<file path="src/common/hwpf_defs.svh">
`ifndef HWPF_DEFS_SVH
`define HWPF_DEFS_SVH

// Physical byte address
`define HWPF_PADDR_W       32

// 64-byte cache lines
`define HWPF_LINE_OFFSET_W 6

// Signed stride, counted in lines
`define HWPF_STRIDE_W      16

// Prefetches per trigger
`define HWPF_NBLOCKS_W     4

// Idle cycles between two issues
`define HWPF_THROTTLE_W    8

// Prefetch request queue entries, also the initial credit count
`define HWPF_QUEUE_DEPTH   4

`endif

</file>
<file path="src/common/hwpf_pkg.sv">
`include "hwpf_defs.svh"

package hwpf_pkg;

  // Byte address and line number
  typedef logic [`HWPF_PADDR_W-1:0] paddr_t;
  typedef logic [`HWPF_PADDR_W-`HWPF_LINE_OFFSET_W-1:0] line_addr_t;

  // Stride in lines, may be negative
  typedef logic signed [`HWPF_STRIDE_W-1:0] stride_t;

  typedef logic [`HWPF_NBLOCKS_W-1:0] nblocks_t;   // Zero disables the burst
  typedef logic [`HWPF_THROTTLE_W-1:0] throttle_t; // Idle gap between issues

  // Must hold the full queue depth
  typedef logic [$clog2(`HWPF_QUEUE_DEPTH+1)-1:0] credit_t;

  typedef enum logic [1:0] {
    HWPF_IDLE,  // Watching the snoop ports
    HWPF_ISSUE, // Next push pending on a credit
    HWPF_WAIT   // Throttle gap
  } hwpf_state_e;

endpackage

</file>
<file path="src/hwpf/hwpf_stride_engine.sv">
`timescale 1ns/1ps
`include "hwpf_defs.svh"

module hwpf_stride_engine (
  input  logic                clk_i,
  input  logic                rst_ni,
  input  logic                ld_snoop_valid_i,
  input  hwpf_pkg::paddr_t    ld_snoop_addr_i,
  input  logic                st_snoop_valid_i,
  input  hwpf_pkg::paddr_t    st_snoop_addr_i,
  input  logic                base_set_i,
  input  hwpf_pkg::paddr_t    base_i,
  input  logic                param_set_i,
  input  hwpf_pkg::stride_t   stride_i,
  input  hwpf_pkg::nblocks_t  nblocks_i,
  input  logic                throttle_set_i,
  input  hwpf_pkg::throttle_t throttle_i,
  input  logic                credit_i,
  output hwpf_pkg::paddr_t    base_o,
  output hwpf_pkg::stride_t   stride_o,
  output hwpf_pkg::nblocks_t  nblocks_o,
  output hwpf_pkg::throttle_t throttle_o,
  output logic                status_busy_o,
  output logic                status_enabled_o,
  output logic                push_o,
  output hwpf_pkg::paddr_t    push_addr_o
);
  import hwpf_pkg::*;

  localparam int PADDR_W  = `HWPF_PADDR_W;
  localparam int OFFSET_W = `HWPF_LINE_OFFSET_W;
  localparam int LINE_W   = PADDR_W - OFFSET_W;
  localparam int STRIDE_W = `HWPF_STRIDE_W;

  // Configuration registers
  paddr_t    base_q;
  stride_t   stride_q;
  nblocks_t  nblocks_q;
  throttle_t throttle_q;
  logic      enabled_q;

  hwpf_state_e state_q, state_d;
  line_addr_t  next_line_q, next_line_d; // Line of the next push
  nblocks_t    remain_q, remain_d;       // Pushes left in this burst
  throttle_t   wait_cnt_q, wait_cnt_d;
  credit_t     credit_q;

  line_addr_t base_line;
  line_addr_t ld_line;
  line_addr_t st_line;
  line_addr_t stride_ext;
  logic       ld_hit;
  logic       st_hit;
  logic       trigger;
  logic       push;
  logic       last_push;

  assign base_line  = base_q[PADDR_W-1:OFFSET_W];
  assign ld_line    = ld_snoop_addr_i[PADDR_W-1:OFFSET_W];
  assign st_line    = st_snoop_addr_i[PADDR_W-1:OFFSET_W];
  assign stride_ext = {{(LINE_W-STRIDE_W){stride_q[STRIDE_W-1]}}, stride_q}; // Sign extend

  assign ld_hit = ld_snoop_valid_i && (ld_line == base_line);
  assign st_hit = st_snoop_valid_i && (st_line == base_line);

  // Both ports matching together is still a single trigger
  assign trigger = enabled_q && (state_q == HWPF_IDLE) && (ld_hit || st_hit) &&
                   (nblocks_q != '0);

  assign push      = (state_q == HWPF_ISSUE) && (credit_q != '0);
  assign last_push = push && (remain_q == nblocks_t'(1));

  always_ff @(posedge clk_i or negedge rst_ni) begin
    if (!rst_ni) begin
      base_q     <= '0;
      stride_q   <= '0;
      nblocks_q  <= '0;
      throttle_q <= '0;
      enabled_q  <= 1'b0;
    end else begin
      if (base_set_i) begin
        base_q    <= base_i;
        enabled_q <= 1'b1;
      end else if (last_push) begin
        base_q <= push_addr_o; // Stream continues from the last line
      end
      if (param_set_i) begin
        stride_q  <= stride_i;
        nblocks_q <= nblocks_i;
      end
      if (throttle_set_i) throttle_q <= throttle_i;
    end
  end

  always_comb begin
    state_d     = state_q;
    next_line_d = next_line_q;
    remain_d    = remain_q;
    wait_cnt_d  = wait_cnt_q;
    unique case (state_q)
      HWPF_IDLE: begin
        if (trigger) begin
          state_d     = HWPF_ISSUE;
          next_line_d = base_line + stride_ext;
          remain_d    = nblocks_q;
        end
      end
      HWPF_ISSUE: begin
        if (push) begin
          next_line_d = next_line_q + stride_ext; // Wraps modulo 2^26 lines
          remain_d    = remain_q - nblocks_t'(1);
          if (last_push) begin
            state_d = HWPF_IDLE;
          end else if (throttle_q != '0) begin
            state_d    = HWPF_WAIT;
            wait_cnt_d = throttle_q;
          end
        end
      end
      HWPF_WAIT: begin
        wait_cnt_d = wait_cnt_q - throttle_t'(1);
        if (wait_cnt_q == throttle_t'(1)) state_d = HWPF_ISSUE;
      end
      default: state_d = HWPF_IDLE;
    endcase
    if (base_set_i) state_d = HWPF_IDLE; // Reprogramming aborts any burst
  end

  always_ff @(posedge clk_i or negedge rst_ni) begin
    if (!rst_ni) begin
      state_q    <= HWPF_IDLE;
      remain_q   <= '0;
      wait_cnt_q <= '0;
    end else begin
      state_q    <= state_d;
      remain_q   <= remain_d;
      wait_cnt_q <= wait_cnt_d;
    end
  end

  always_ff @(posedge clk_i) begin
    next_line_q <= next_line_d;
  end

  // One credit per free queue entry
  always_ff @(posedge clk_i or negedge rst_ni) begin
    if (!rst_ni) begin
      credit_q <= credit_t'(`HWPF_QUEUE_DEPTH);
    end else begin
      unique case ({push, credit_i})
        2'b10:   credit_q <= credit_q - credit_t'(1);
        2'b01:   credit_q <= credit_q + credit_t'(1);
        default: credit_q <= credit_q; // Spend and return cancel out
      endcase
    end
  end

  assign push_o      = push;
  assign push_addr_o = {next_line_q, {OFFSET_W{1'b0}}}; // Line aligned

  assign base_o           = base_q;
  assign stride_o         = stride_q;
  assign nblocks_o        = nblocks_q;
  assign throttle_o       = throttle_q;
  assign status_busy_o    = (state_q != HWPF_IDLE);
  assign status_enabled_o = enabled_q;

endmodule

</file>
<file path="src/hw/hwpf_req_queue.sv">
`timescale 1ns/1ps

module hwpf_req_queue #(
  parameter int DEPTH = 4
) (
  input  logic             clk_i,
  input  logic             rst_ni,
  input  logic             push_i,
  input  hwpf_pkg::paddr_t push_addr_i,
  input  logic             pop_i,
  output logic             valid_o,
  output hwpf_pkg::paddr_t head_addr_o,
  output logic             credit_o
);
  import hwpf_pkg::*;

  localparam int PTR_W = $clog2(DEPTH);
  localparam int CNT_W = $clog2(DEPTH + 1);

  paddr_t             mem_q [DEPTH];
  logic [PTR_W-1:0]   wr_ptr_q;
  logic [PTR_W-1:0]   rd_ptr_q;
  logic [CNT_W-1:0]   count_q;
  logic               pop;
  logic               credit_q;

  // Producer never pushes without a credit, so no full check here
  assign pop = pop_i && valid_o;

  always_ff @(posedge clk_i) begin
    if (push_i) mem_q[wr_ptr_q] <= push_addr_i;
  end

  always_ff @(posedge clk_i or negedge rst_ni) begin
    if (!rst_ni) begin
      wr_ptr_q <= '0;
      rd_ptr_q <= '0;
      count_q  <= '0;
      credit_q <= 1'b0;
    end else begin
      if (push_i) begin
        wr_ptr_q <= (wr_ptr_q == PTR_W'(DEPTH - 1)) ? '0 : wr_ptr_q + PTR_W'(1);
      end
      if (pop) begin
        rd_ptr_q <= (rd_ptr_q == PTR_W'(DEPTH - 1)) ? '0 : rd_ptr_q + PTR_W'(1);
      end
      unique case ({push_i, pop})
        2'b10:   count_q <= count_q + CNT_W'(1);
        2'b01:   count_q <= count_q - CNT_W'(1);
        default: count_q <= count_q;
      endcase
      credit_q <= pop; // Freed entry goes back to the engine
    end
  end

  assign valid_o     = (count_q != '0);
  assign head_addr_o = mem_q[rd_ptr_q];
  assign credit_o    = credit_q;

endmodule

</file>
<file path="src/hw/mem_req_arbiter.sv">
`timescale 1ns/1ps

module mem_req_arbiter (
  // Demand miss, always first
  input  logic             miss_valid_i,
  input  hwpf_pkg::paddr_t miss_addr_i,
  output logic             miss_ready_o,

  // Head of the prefetch queue
  input  logic             q_valid_i,
  input  hwpf_pkg::paddr_t q_addr_i,
  output logic             q_pop_o,

  // Merged memory request
  output logic             mem_req_valid_o,
  output hwpf_pkg::paddr_t mem_req_addr_o,
  output logic             mem_req_is_pf_o,
  input  logic             mem_req_ready_i
);

  logic pf_sel;

  // Prefetch wins only when no miss is waiting
  assign pf_sel = q_valid_i && !miss_valid_i;

  assign mem_req_valid_o = miss_valid_i || q_valid_i;
  assign mem_req_addr_o  = miss_valid_i ? miss_addr_i : q_addr_i;
  assign mem_req_is_pf_o = pf_sel;

  // Memory readiness passes straight to the miss source
  assign miss_ready_o = mem_req_ready_i;

  // Head leaves the queue only on an accepted transfer
  assign q_pop_o = pf_sel && mem_req_ready_i;

endmodule

</file>
<file path="src/hw/hwpf_subsystem.sv">
`timescale 1ns/1ps
`include "hwpf_defs.svh"

module hwpf_subsystem (
  input  logic                clk_i,
  input  logic                rst_ni,

  // Accepted load and store accesses
  input  logic                ld_snoop_valid_i,
  input  hwpf_pkg::paddr_t    ld_snoop_addr_i,
  input  logic                st_snoop_valid_i,
  input  hwpf_pkg::paddr_t    st_snoop_addr_i,

  // Prefetcher configuration
  input  logic                base_set_i,
  input  hwpf_pkg::paddr_t    base_i,
  input  logic                param_set_i,
  input  hwpf_pkg::stride_t   stride_i,
  input  hwpf_pkg::nblocks_t  nblocks_i,
  input  logic                throttle_set_i,
  input  hwpf_pkg::throttle_t throttle_i,
  output hwpf_pkg::paddr_t    base_o,
  output hwpf_pkg::stride_t   stride_o,
  output hwpf_pkg::nblocks_t  nblocks_o,
  output hwpf_pkg::throttle_t throttle_o,
  output logic                status_busy_o,
  output logic                status_enabled_o,

  // Demand misses from the cache
  input  logic                miss_valid_i,
  input  hwpf_pkg::paddr_t    miss_addr_i,
  output logic                miss_ready_o,

  // Memory request port
  output logic                mem_req_valid_o,
  output hwpf_pkg::paddr_t    mem_req_addr_o,
  output logic                mem_req_is_pf_o,
  input  logic                mem_req_ready_i
);
  import hwpf_pkg::*;

  logic   pf_push;   // Engine to queue
  paddr_t pf_addr;
  logic   pf_credit; // Queue back to engine
  logic   q_valid;   // Queue head to arbiter
  paddr_t q_addr;
  logic   q_pop;

  hwpf_stride_engine i_engine (
    .clk_i            (clk_i),
    .rst_ni           (rst_ni),
    .ld_snoop_valid_i (ld_snoop_valid_i),
    .ld_snoop_addr_i  (ld_snoop_addr_i),
    .st_snoop_valid_i (st_snoop_valid_i),
    .st_snoop_addr_i  (st_snoop_addr_i),
    .base_set_i       (base_set_i),
    .base_i           (base_i),
    .param_set_i      (param_set_i),
    .stride_i         (stride_i),
    .nblocks_i        (nblocks_i),
    .throttle_set_i   (throttle_set_i),
    .throttle_i       (throttle_i),
    .credit_i         (pf_credit),
    .base_o           (base_o),
    .stride_o         (stride_o),
    .nblocks_o        (nblocks_o),
    .throttle_o       (throttle_o),
    .status_busy_o    (status_busy_o),
    .status_enabled_o (status_enabled_o),
    .push_o           (pf_push),
    .push_addr_o      (pf_addr)
  );

  hwpf_req_queue #(
    .DEPTH (`HWPF_QUEUE_DEPTH)
  ) i_req_queue (
    .clk_i       (clk_i),
    .rst_ni      (rst_ni),
    .push_i      (pf_push),
    .push_addr_i (pf_addr),
    .pop_i       (q_pop),
    .valid_o     (q_valid),
    .head_addr_o (q_addr),
    .credit_o    (pf_credit)
  );

  mem_req_arbiter i_mem_arbiter (
    .miss_valid_i    (miss_valid_i),
    .miss_addr_i     (miss_addr_i),
    .miss_ready_o    (miss_ready_o),
    .q_valid_i       (q_valid),
    .q_addr_i        (q_addr),
    .q_pop_o         (q_pop),
    .mem_req_valid_o (mem_req_valid_o),
    .mem_req_addr_o  (mem_req_addr_o),
    .mem_req_is_pf_o (mem_req_is_pf_o),
    .mem_req_ready_i (mem_req_ready_i)
  );

endmodule

</file>
<file path="config.mk">
export PLATFORM = sky130hd
export DESIGN_NAME = hwpf_subsystem
export DESIGN_NICKNAME = d
export VERILOG_FILES = /design/src/common/hwpf_pkg.sv /design/src/hwpf/hwpf_stride_engine.sv /design/src/hw/hwpf_req_queue.sv /design/src/hw/mem_req_arbiter.sv /design/src/hw/hwpf_subsystem.sv
export VERILOG_INCLUDE_DIRS = /design/src /design/src/common
export SDC_FILE = /design/constraint.sdc
export NUM_CORES = 1
export LEC_CHECK = 0
export ABC_CLOCK_PERIOD_IN_PS = 3500
export BUFFER_PORTS_ARGS = -buffer_cell sky130_fd_sc_hd__buf_2
export CAP_MARGIN = 0
export CORE_MARGIN = 3
export CORE_UTILIZATION = 35
export DETAILED_ROUTE_END_ITERATION = 16
export PLACE_DENSITY = 0.56
export SLEW_MARGIN = 5
export SYNTH_ARGS = -nofsm -noshare
export SYNTH_HDL_FRONTEND = slang
export SYNTH_SLANG_ARGS = --single-unit
</file>
<file path="constraint.sdc">
create_clock -name clk_i -period 3.5 [get_ports clk_i]
set_input_delay 0.7 -clock clk_i [delete_from_list [all_inputs] [get_ports clk_i]]
set_output_delay 0.7 -clock clk_i [all_outputs]
set_load 0.005 [all_outputs]
</file>
# == After elaboration in Yosys (flattened, before gate mapping) ==
# Memories as Yosys holds them, arrays and structs flattened.
# Cells that the tools add are included.
# classes
eq_ne,20
n_reduce_logical,27
mux,26
addsub,10
# ops
operator,n
$mux W32,3
$add A26 B26 Y26,2
$eq A26 B26 Y1,2
$mux W26,2
$pmux W26 S2,1
$mux W8,3
$mux W2,8
$pmux W8 S2,1
$pmux W3 S2,2
$reduce_bool A2 Y1,6
$eq A2 B2 Y1 const B,5
$logic_and A1 B1 Y1,10
$ne A3 B2 Y1 const B,3
$eq A8 B1 Y1 const B,1
$mux W4,2
$pmux W4 S2,1
$reduce_and A4 Y1,2
$reduce_bool A8 Y1,1
$sub A8 B1 Y8 const B,1
$add A3 B1 Y3 const B,2
$eq A2 B1 Y1 const B,3
$pmux W2 S3,1
$reduce_bool A3 Y1,2
$sub A3 B1 Y3 const B,2
other kinds (12),17
# totals
in_bits,165
mem_bits_rw,104
mem_count,1
out_inout_bits,97
wordCells,98
regBits,112
# mem_list
name,depth,width,rd,rd_clocked_by_memory_dff,wr,line_no,rtl
i_req_queue.mem_q,4,26,1,0,1,hwpf_req_queue.sv:20,paddr_t mem_q [DEPTH];

# == Depth between registers and ports, before layout ==
# Gate-level depths: netlist (run 1).
# logic_depth
word_depth,8
mapped_depth,14
depth_no_buf,12

# == Hierarchy ==
# Synthesis (run 1) repeated with hierarchy kept, for this count alone.
# hier_totals
hier_cells,881
area_unflattened_um2,12182.9
# modules_own_cells
module,area_each_um2,seq_area_each_um2,instances,cells_each
hwpf_stride_engine,6506.2,2733.9,1,633
hwpf_req_queue,5119.9,4043.9,1,208
mem_req_arbiter,556.8,0.0,1,40

# == Worst setup path before layout (run 1) ==
# No wires, ideal clock.
# synth_path
path_kind,reg-to-reg
from,reg i_engine.state_q[0]
to,reg i_engine.next_line_q[18] (data pin)
path_buffers,3
synth_period_minus_slack_ps,3164
required_ps,3240
setup_time_ps,260
slack_ps,336
t_arrival_ps,2905
path_stages_with_launch,15
path_cell_list,dfrtp_1 > buf_4 > and2b_4 > clkbuf_1 > buf_1 > nand2_1 > nand2_1 > ha_1 > fa_1 > a21o_1 > a221o_1 > o211ai_2 > o21ai_2 > a211oi_2 > xnor2_1
# synth_via
elab_chain_cells,2
word_cells_on_any_way,3
cone_classes,eq/ne: 1; mux: 1; reduce/logical: 1
# synth_rtl
item,line_no,rtl
from (decl),hwpf_stride_engine.sv:42,"hwpf_state_e state_q, state_d;"
from (signal assigned),hwpf_stride_engine.sv:135,state_q <= state_d;
$eq A2 B1 Y1 / $logic_not A2 Y1 (equally long branches),hwpf_stride_engine.sv:100,unique case (state_q)
$pmux W26 S2 *,hwpf_stride_engine.sv:100,
named net i_engine.next_line_d[18],hwpf_stride_engine.sv:43,"line_addr_t next_line_q, next_line_d;"
to (signal assigned),hwpf_stride_engine.sv:142,next_line_q <= next_line_d;
to (decl),hwpf_stride_engine.sv:43,
# Mark *: on every way through the listed nets, which the timed path passes. The rest lies on a longest branch.
# A chain may end at the register's enable or synchronous reset.

# == Worst setup path in the final report (run 1) ==
# Same ends and word-level chain as after synthesis.

==> results.txt, run 1 <==
Setup repair after global routing left no endpoint under its margin. The mapped netlist covers 11100 um2. The floorplan has 64 rows. Largest fanout of any net on the critical path: 22. In this run, post-CTS repair resized a total of 0 instances. VDD sags by at most 0.311 mV. Number of global-route vias before repair: 7811. The proportion of power drawn by combinational gates came out at 0.251. The kind of start point of the critical path was a register. In this run the horizontal extent of the chip is 184 um. The transition time of the tightest slew-check pin was 1.03 ns; the mean instance size in the synthesized netlist was 12.5 um2.

Traced cell by cell, the critical path runs through and2b_4 -> nand2_1 -> nand2_1 -> ha_1 -> fa_1 -> a21o_1 -> a221o_1 -> o211ai_2 -> o21ai_2 -> a211oi_2 -> xnor2_1. The total overflow left after global routing is 0. Synthesis produced a netlist whose cell count is 889.

At the end of routability-driven placement, the weighted congestion stood at 0.851. For this design the ratio of total power to cell area is 561 nW/um2. For this design the total switching power over the nets is 2.20 mW. In this run the worst setup path terminates at i_engine.next_line_q[18]. The run gives 24 as the number of clock buffers inserted by TritonCTS. In this run the static leakage power is 5.74 nW. The number of synthesized flops with an enable pin is 130.

Final antenna-violating net count: 0. The count of buffers added on input and output ports is 249. Buffers added to address setup during post-CTS repair amount to 0. The total routing usage reported by global routing came out at 0.173. The total power is 7.65 mW, and the final hold violation count is 0.

After detailed placement, the design holds a cell count of 1515. The critical path starts at i_engine.state_q[0]. The switching power share of the total was 0.287. Measured in cells, the most critical reg-to-reg path has a length of 11.

The run gives 0.313 as the worst max-slew margin expressed relative to the limit. The worst endpoint data arrival time is 3.42 ns. The tree is rooted in a sky130_fd_sc_hd__clkbuf_16. In this run the worst hold path is classified as in -> async. Clock tree synthesis found a total of 216 sinks. The logs give 0.359 for the initial standard-cell utilization of the core and 262 for the boundary pin count.

The slowest stage of the critical path is the sky130_fd_sc_hd__dfrtp_1 cell. The tools report the number of pins with negative max-slew slack in the final report as 0. In the final layout, the multi-input gates occupy 4820 um2. The tightest hold path in the finished design has a slack of 0.272 ns. The count of cells in the finished layout, fillers not included, comes to 1561. Registers take 6060 um2.

In the synthesized netlist the dominant register cell turns out to be sky130_fd_sc_hd__edfxtp_1. The overall routed net length was 29.6 mm; the share of final-layout standard cells stronger than drive strength 1 was 0.345. The average wire length per cell after detail routing is 19.0 um, and the post-route setup TNS is 0 ns. In the routed design, unresolved DRC markers number 0. Number of vias per cell: 5.04.

The worst register-to-register path ends at i_engine.next_line_q[18]. For the H-tree depth, the log shows 1. The proportion of synthesized chip area in sequential cells was 0.546. In this run the critical register-to-register path is launched from i_engine.state_q[0]. The number of library cell types mapped by synthesis came out at 61.

OpenSTA, run right after detailed placement, puts the worst setup slack at 0.394 ns. In this run the standard cell core region covers 30900 um2. Element type at the critical path end: a register. The number of buffer and inverter instances along the worst setup path is 0. Across all register-to-register paths, the minimum setup slack is 0.35 ns. Max-cap violations in this run came to 0. The fraction of power consumed by the clock network is 0.338. Register clock-pin slew on the reported worst setup and hold paths: 0.06 ns. The cell family with the largest share of critical-path delay was compound AO/OA/AOI/OAI gates. The run finished with clean final reports. The area added between synthesis and finish came out at 22.9%. After detailed placement, the total cell area comes to 12800 um2.

For the area of all placed cells without fillers, the log shows 13600 um2. Commonest non-fill, non-tap cell in the layout: sky130_fd_sc_hd__buf_2. After legalization and detailed placement, the total HPWL measured 22.2 mm. The internal power of the cells totals 5.46 mW. The floorplan step defined a die boundary enclosing 33900 um2. Vias after detailed routing: 7872. The die height came out at 184 um. The first TritonRoute pass finished after 7 iterations.

After synthesis the netlist holds a flip-flop and latch count of 216. The logs give 3 for the maximum buffer depth of the clock tree and 3.77 ns for the worst path required time. The worst path setup slack after routing was 0.349 ns; the maximum cell stage delay along the critical path was 0.46 ns.

The share of synthesized registers carrying an async set or reset is 0.398, and the number of logic stages on the critical path including buffering is 11. TritonCTS built the clock tree. The count of routing violations after the opening detailed-route iteration is 512, and the global-route wire length before repair is 45.4 mm.

In the layout the commonest cells are 248 x sky130_fd_sc_hd__buf_2, 139 x sky130_fd_sc_hd__nand2_1, 130 x sky130_fd_sc_hd__edfxtp_1. The clock network latency to the later pin of the worst-skew pair was 0.53 ns; the final-layout fill cell count was 2990. The share of the core filled with cells was 0.442; the net count after synthesis was 1097. The minimum clock period after layout was 3.15 ns. The number of hold buffers added after CTS was 0. The post-route fraction of the period consumed by the critical path is 0.900, and the number of antenna violations at the first check in global routing is 2.

Static timing analysis puts the maximum clock frequency at 317 MHz. The net count of the finished layout is 1353. The share of total power in sequential cells is 0.410, and the total setup violations reported at the end of the flow is 0. Among the stages of the critical path, the cell type that occurs most often is sky130_fd_sc_hd__nand2_1.

Path type of the worst setup path: reg -> reg. The setup clock skew after layout is 0.0208 ns, and the Yosys warning count is 0. The pin count of the biggest net entering global routing is 68.
-- worst min-delay path by stage --
stage | to | slack (ns) | cells past startpoint
final | i_engine.throttle_o[3] | 0.27 | 1
after global routing | i_engine.wait_cnt_q[0] | 0.32 | 1
after CTS | i_engine.base_o[7] | 0.29 | 1
after detailed placement | i_req_queue.count_q[2] | 0.47 | 1
after global placement | i_req_queue.count_q[2] | 0.46 | 1
after floorplan | i_engine.base_o[0] | 0.40 | 0
-- area by class of cell --
type,count,share of cell area
antenna,2,0.000367
multi-input combinational,623,0.353
clock inverter,15,0.0127
clock buffer,29,0.0477
tap,396,0.0363
inverter,15,0.00413
sequential,216,0.444
timing repair buffer,265,0.102
-- flip-flops by register name (all words and copies together) (netlist names) --
register,count
i_engine.status_enabled_o,1
i_engine.stride_o,16
i_engine.credit_q,3
i_req_queue.wr_ptr_q,2
i_engine.next_line_q,26
i_req_queue.mem_q,104
i_engine.state_q,2
i_engine.wait_cnt_q,8
i_req_queue.rd_ptr_q,2
i_engine.remain_q,4
i_req_queue.count_q,3
i_engine.throttle_o,8
i_req_queue.credit_o,1
i_engine.base_o,32
i_engine.nblocks_o,4
-- synth_stat cells (12+ instances only) --
| cell | n | area, um2 |
|---|---|---|
| sky130_fd_sc_hd__mux2_2 | 59 | 664 |
| sky130_fd_sc_hd__mux4_2 | 26 | 586 |
| sky130_fd_sc_hd__inv_1 | 15 | 56.3 |
| sky130_fd_sc_hd__ha_1 | 40 | 500 |
| sky130_fd_sc_hd__nand2_1 | 139 | 522 |
| sky130_fd_sc_hd__a21oi_1 | 40 | 200 |
| sky130_fd_sc_hd__o21ai_0 | 50 | 250 |
| sky130_fd_sc_hd__mux2i_1 | 28 | 280 |
| sky130_fd_sc_hd__nor3_1 | 12 | 60.1 |
| sky130_fd_sc_hd__nor2_1 | 25 | 93.8 |
| sky130_fd_sc_hd__xnor2_1 | 74 | 648 |
| sky130_fd_sc_hd__dfrtp_1 | 85 | 2130 |
| sky130_fd_sc_hd__edfxtp_1 | 130 | 3900 |
| sky130_fd_sc_hd__clkbuf_1 | 21 | 78.8 |
| sky130_fd_sc_hd__nand4_1 | 15 | 93.8 |
-- power by group through the flow --
| stage | Sequential (mW) | Combinational, mW | Clock (mW) |
|---|---|---|---|
| final | 3.14 | 1.92 | 2.59 |
| after global routing | 3.18 | 2.15 | 2.76 |
| after CTS | 3.15 | 1.96 | 2.65 |
| after detailed placement | 3.20 | 1.95 | 0 |
| after global placement | 3.19 | 1.92 | 0 |
| after floorplan | 3.11 | 1.35 | 0 |
-- kinds of logic (layout without fill, tap and decap cells) --
family	after synthesis	in the layout	synth area share
AO/OA/AOI/OAI	142	142	0.0802
XOR/XNOR	85	85	0.0670
adder cells (fa/ha/maj)	43	43	0.0505
buffers and inverters	50	324	0.0206
flip-flops	216	216	0.546
multiplexers	115	115	0.140
other	0	2	0
AND/OR/NAND/NOR	238	238	0.0962
-- per-layer routing --
layer  track usage  part of all wire  vias to the layer above
li1              -                 -                     3788
met1         0.251              0.47                     3773
met2         0.271              0.45                      278
met3        0.0339             0.068                       31
met4        0.0351             0.014                        2
met5             0           0.00024                        -
Note: power is estimated with default switching activity, not from simulation.
==> run 2: changes to the inputs <==
--- a/config.mk
+++ b/config.mk
@@ -12,6 +12,7 @@
 export CORE_MARGIN = 3
 export CORE_UTILIZATION = 35
 export DETAILED_ROUTE_END_ITERATION = 16
+export MAX_ROUTING_LAYER = met4
 export PLACE_DENSITY = 0.56
 export SLEW_MARGIN = 5
 export SYNTH_ARGS = -nofsm -noshare
==> run 2 against run 1 <==
Compared with the run above:
- largest power group unchanged
- critical endpoint unchanged
- non-clock buffer count unchanged
- clock skew increased by 0.0031 ns
- final area about the same
- total power about the same
- sequential power about the same
- first-iteration DRC count increased by 11%
- worst hold slack improved by 0.0058 ns
- combinational power about the same
- die area unchanged
==> results.txt, run 2 (same netlist as run 1, synthesis figures left out) <==
The run gives 0 as the max-capacitance violation count. The internal power of the cells totals 5.46 mW. The fraction of power consumed by the clock network is 0.338.

The count of routing violations after the opening detailed-route iteration is 570. The worst setup path is of the reg -> reg kind. Timing would allow up to 319 MHz. The global-route wire length before repair is 45.3 mm. Summed over all cells, the static leakage comes to 5.74 nW. Number of vias per cell: 5.05. Once detail routing completed, the nets flagged for antenna violations numbered 0.

The proportion of power drawn by combinational gates is 0.251. In the layout the commonest cells are 248 x sky130_fd_sc_hd__buf_2, 139 x sky130_fd_sc_hd__nand2_1, 130 x sky130_fd_sc_hd__edfxtp_1. For the number of global-route vias before repair, the log shows 7813. After detailed routing, the average wire length per cell comes to 19.0 um. The post-route setup TNS is 0 ns, and the horizontal extent of the die is 184 um. 262 I/O pins were placed.

The critical path goes through and2b_4 -> nand2_1 -> nand2_1 -> ha_1 -> fa_1 -> a21o_1 -> a221o_1 -> o211ai_2 -> o21ai_2 -> a211oi_2 -> xnor2_1. The element type at the critical path end was a register. The weighted congestion at the end of routability-driven global placement is 0.864. The run gives 0 as the remaining routing DRC violations. Clock latency on the worst-skew pair, taken at its later pin, is 0.53 ns.

The die is 184 um tall. In the final design database the tool counted 1353 nets. Setup repair after global routing left no endpoint under its margin. The die covers 33900 um2.

Commonest non-fill, non-tap cell in the layout: sky130_fd_sc_hd__buf_2. Fill cells in the final layout number 2991. The ratio of total power to cell area works out to 560 nW/um2.

The multi-input combinational cells in the finished layout cover a total of 4820 um2. The pin count of the biggest net entering global routing is 68, and the remaining global-route overflow is 0. For this block, the via count after detailed routing is 7891.

The worst max-slew margin expressed relative to the limit is 0.319. The minimum clock period after layout is 3.13 ns. The number of setup buffers added after CTS is 0. Detailed placement finished with a half-perimeter wire length of 22.2 mm. Setup violations remaining at the end of the flow were counted as 0. The register with the most flip-flops in the layout has 104 of them. Clock skew on the completed layout was measured at 0.0239 ns.

Counting stages on the worst path, the most repeated cell is sky130_fd_sc_hd__nand2_1. Transition time of the tightest slew-check pin: 1.02 ns. The slowest stage of the critical path belongs to the cell sky130_fd_sc_hd__dfrtp_1. Broken down by cell family, the worst path's largest delay share belongs to compound AO/OA/AOI/OAI gates.

The area taken by flip-flops and latches is 6060 um2. The number of logic stages on the critical path including buffering was 11. Share of total power in sequential cells: 0.411.

The run finished with clean final reports. The initial standard-cell utilization of the core was 0.359. Buffers inserted to repair hold after CTS numbered 0.

The TritonCTS sink count is 216, and the number of pins with negative max-slew slack in the final report is 0. Number of detailed-routing iterations run before antenna repair: 5. The layer flagged by global routing as most heavily used is met2. The tools report the number of clock buffers inserted by TritonCTS as 24.

STA classifies the critical path startpoint as a register. The number of antenna violations at the first check in global routing is 2, and the worst endpoint data arrival time is 3.41 ns. Along the worst path, the maximum fanout reaches 22. The finished layout holds 1562 standard cells, fillers aside. The global-route met2 utilization is 0.272, and the number of buffer and inverter instances along the worst setup path is 0. The logs give 2.19 mW for the power dissipated by switching net loads and 64 for the number of core rows. The tools report the cell count after placement as 1515. Total routing usage reported by global routing: 0.178. The share of final-layout standard cells stronger than drive strength 1 was 0.345; the overall routed net length was 29.7 mm. The clock passes through at most 3 buffers. For the H-tree depth, the log shows 1.

The number of gates resized after CTS was 0. The worst-case setup slack after placement is 0.394 ns. On the worst path, the slowest cell contributes a delay of 0.45 ns. The root buffer cell chosen for the clock tree is sky130_fd_sc_hd__clkbuf_16.

TritonCTS built the clock tree. Clock-pin slew was measured on the worst setup and hold paths at 0.06 ns. The area added between synthesis and finish is 23.0%. Across all setup checks in the final design, the least slack found is 0.368 ns.

The run gives 3.78 ns as the worst path required time. The total of buffers placed on input and output ports is 249. The switching power share of the total works out to 0.287. The path class of the tightest hold or removal check is in -> async. The worst-case IR drop observed on VDD is 0.314 mV. The placeable core region is 30900 um2, and the final hold violation count is 0. The register with the most flip-flops is i_req_queue.mem_q.

The fraction of met3 tracks used by global routing was 0.0272; the met1 global-route usage was 0.254. The logic depth of the worst register-to-register path is 11. The post-route fraction of the period consumed by the critical path is 0.895.
==> run 2: cell types whose count changed in the layout (fill, tap and decap cells not counted) <==
cell	before	now
sky130_fd_sc_hd__diode_2	2	3
==> run 2: worst paths after layout <==
| kind | slack [ns] | startpoint | end |
|---|---|---|---|
| setup / recovery | 0.37 | i_engine.state_q[0] | i_engine.next_line_q[18] |
| hold / removal | 0.28 | rst_ni | i_engine.throttle_o[3] |
| setup reg to reg | 0.37 | i_engine.state_q[0] | i_engine.next_line_q[18] |
| hold reg to reg | 0.48 | i_req_queue.count_q[2] | i_req_queue.count_q[2] |
| max in group asynchronous | 2.43 | rst_ni | i_engine.credit_q[2] |
| min in group clk_i | 0.38 | base_i[17] | i_engine.base_o[17] |
==> run 2: layout make-up <==
| type | instances | area share |
|---|---|---|
| Sequential cell | 216 | 0.444 |
| Multi-Input combinational cell | 623 | 0.353 |
| Timing Repair Buffer | 265 | 0.102 |
| Clock buffer | 29 | 0.0477 |
| Tap cell | 396 | 0.0363 |
| Clock inverter | 15 | 0.0127 |
| Inverter | 15 | 0.00412 |
| Antenna cell | 3 | 0.000550 |
==> run 2: per-layer routing <==
metal  part of all wire  vias to the layer above  wire length (um)
met4              0.014                        0               425
li1                   -                     3789                 -
met1               0.48                     3797             14200
met3              0.058                       34              1740
met5                  0                        -                 0
met2               0.45                      271             13300
==> run 2: stage by stage <==
| step | instance area (um2) | util | hold slack (ns) | power, mW |
|---|---|---|---|---|
| finish | 13700 | 0.442 | 0.277 | 7.65 |
| global route | 13600 | 0.442 | 0.337 | 8.08 |
| CTS | 13600 | 0.441 | 0.292 | 7.75 |
| detailed placement | 12800 | 0.415 | 0.467 | 5.15 |
| global placement | 12800 | 0.415 | 0.461 | 5.12 |
| floorplan | 11100 | - | 0.404 | 4.47 |
==> run 2: power groups by stage <==
stage	Combinational (mW)	Clock (mW)	Sequential, mW
after floorplan	1.35	0	3.11
after global placement	1.92	0	3.19
after detailed placement	1.95	0	3.20
after CTS	1.96	2.65	3.15
after global routing	2.15	2.75	3.18
final	1.92	2.59	3.14
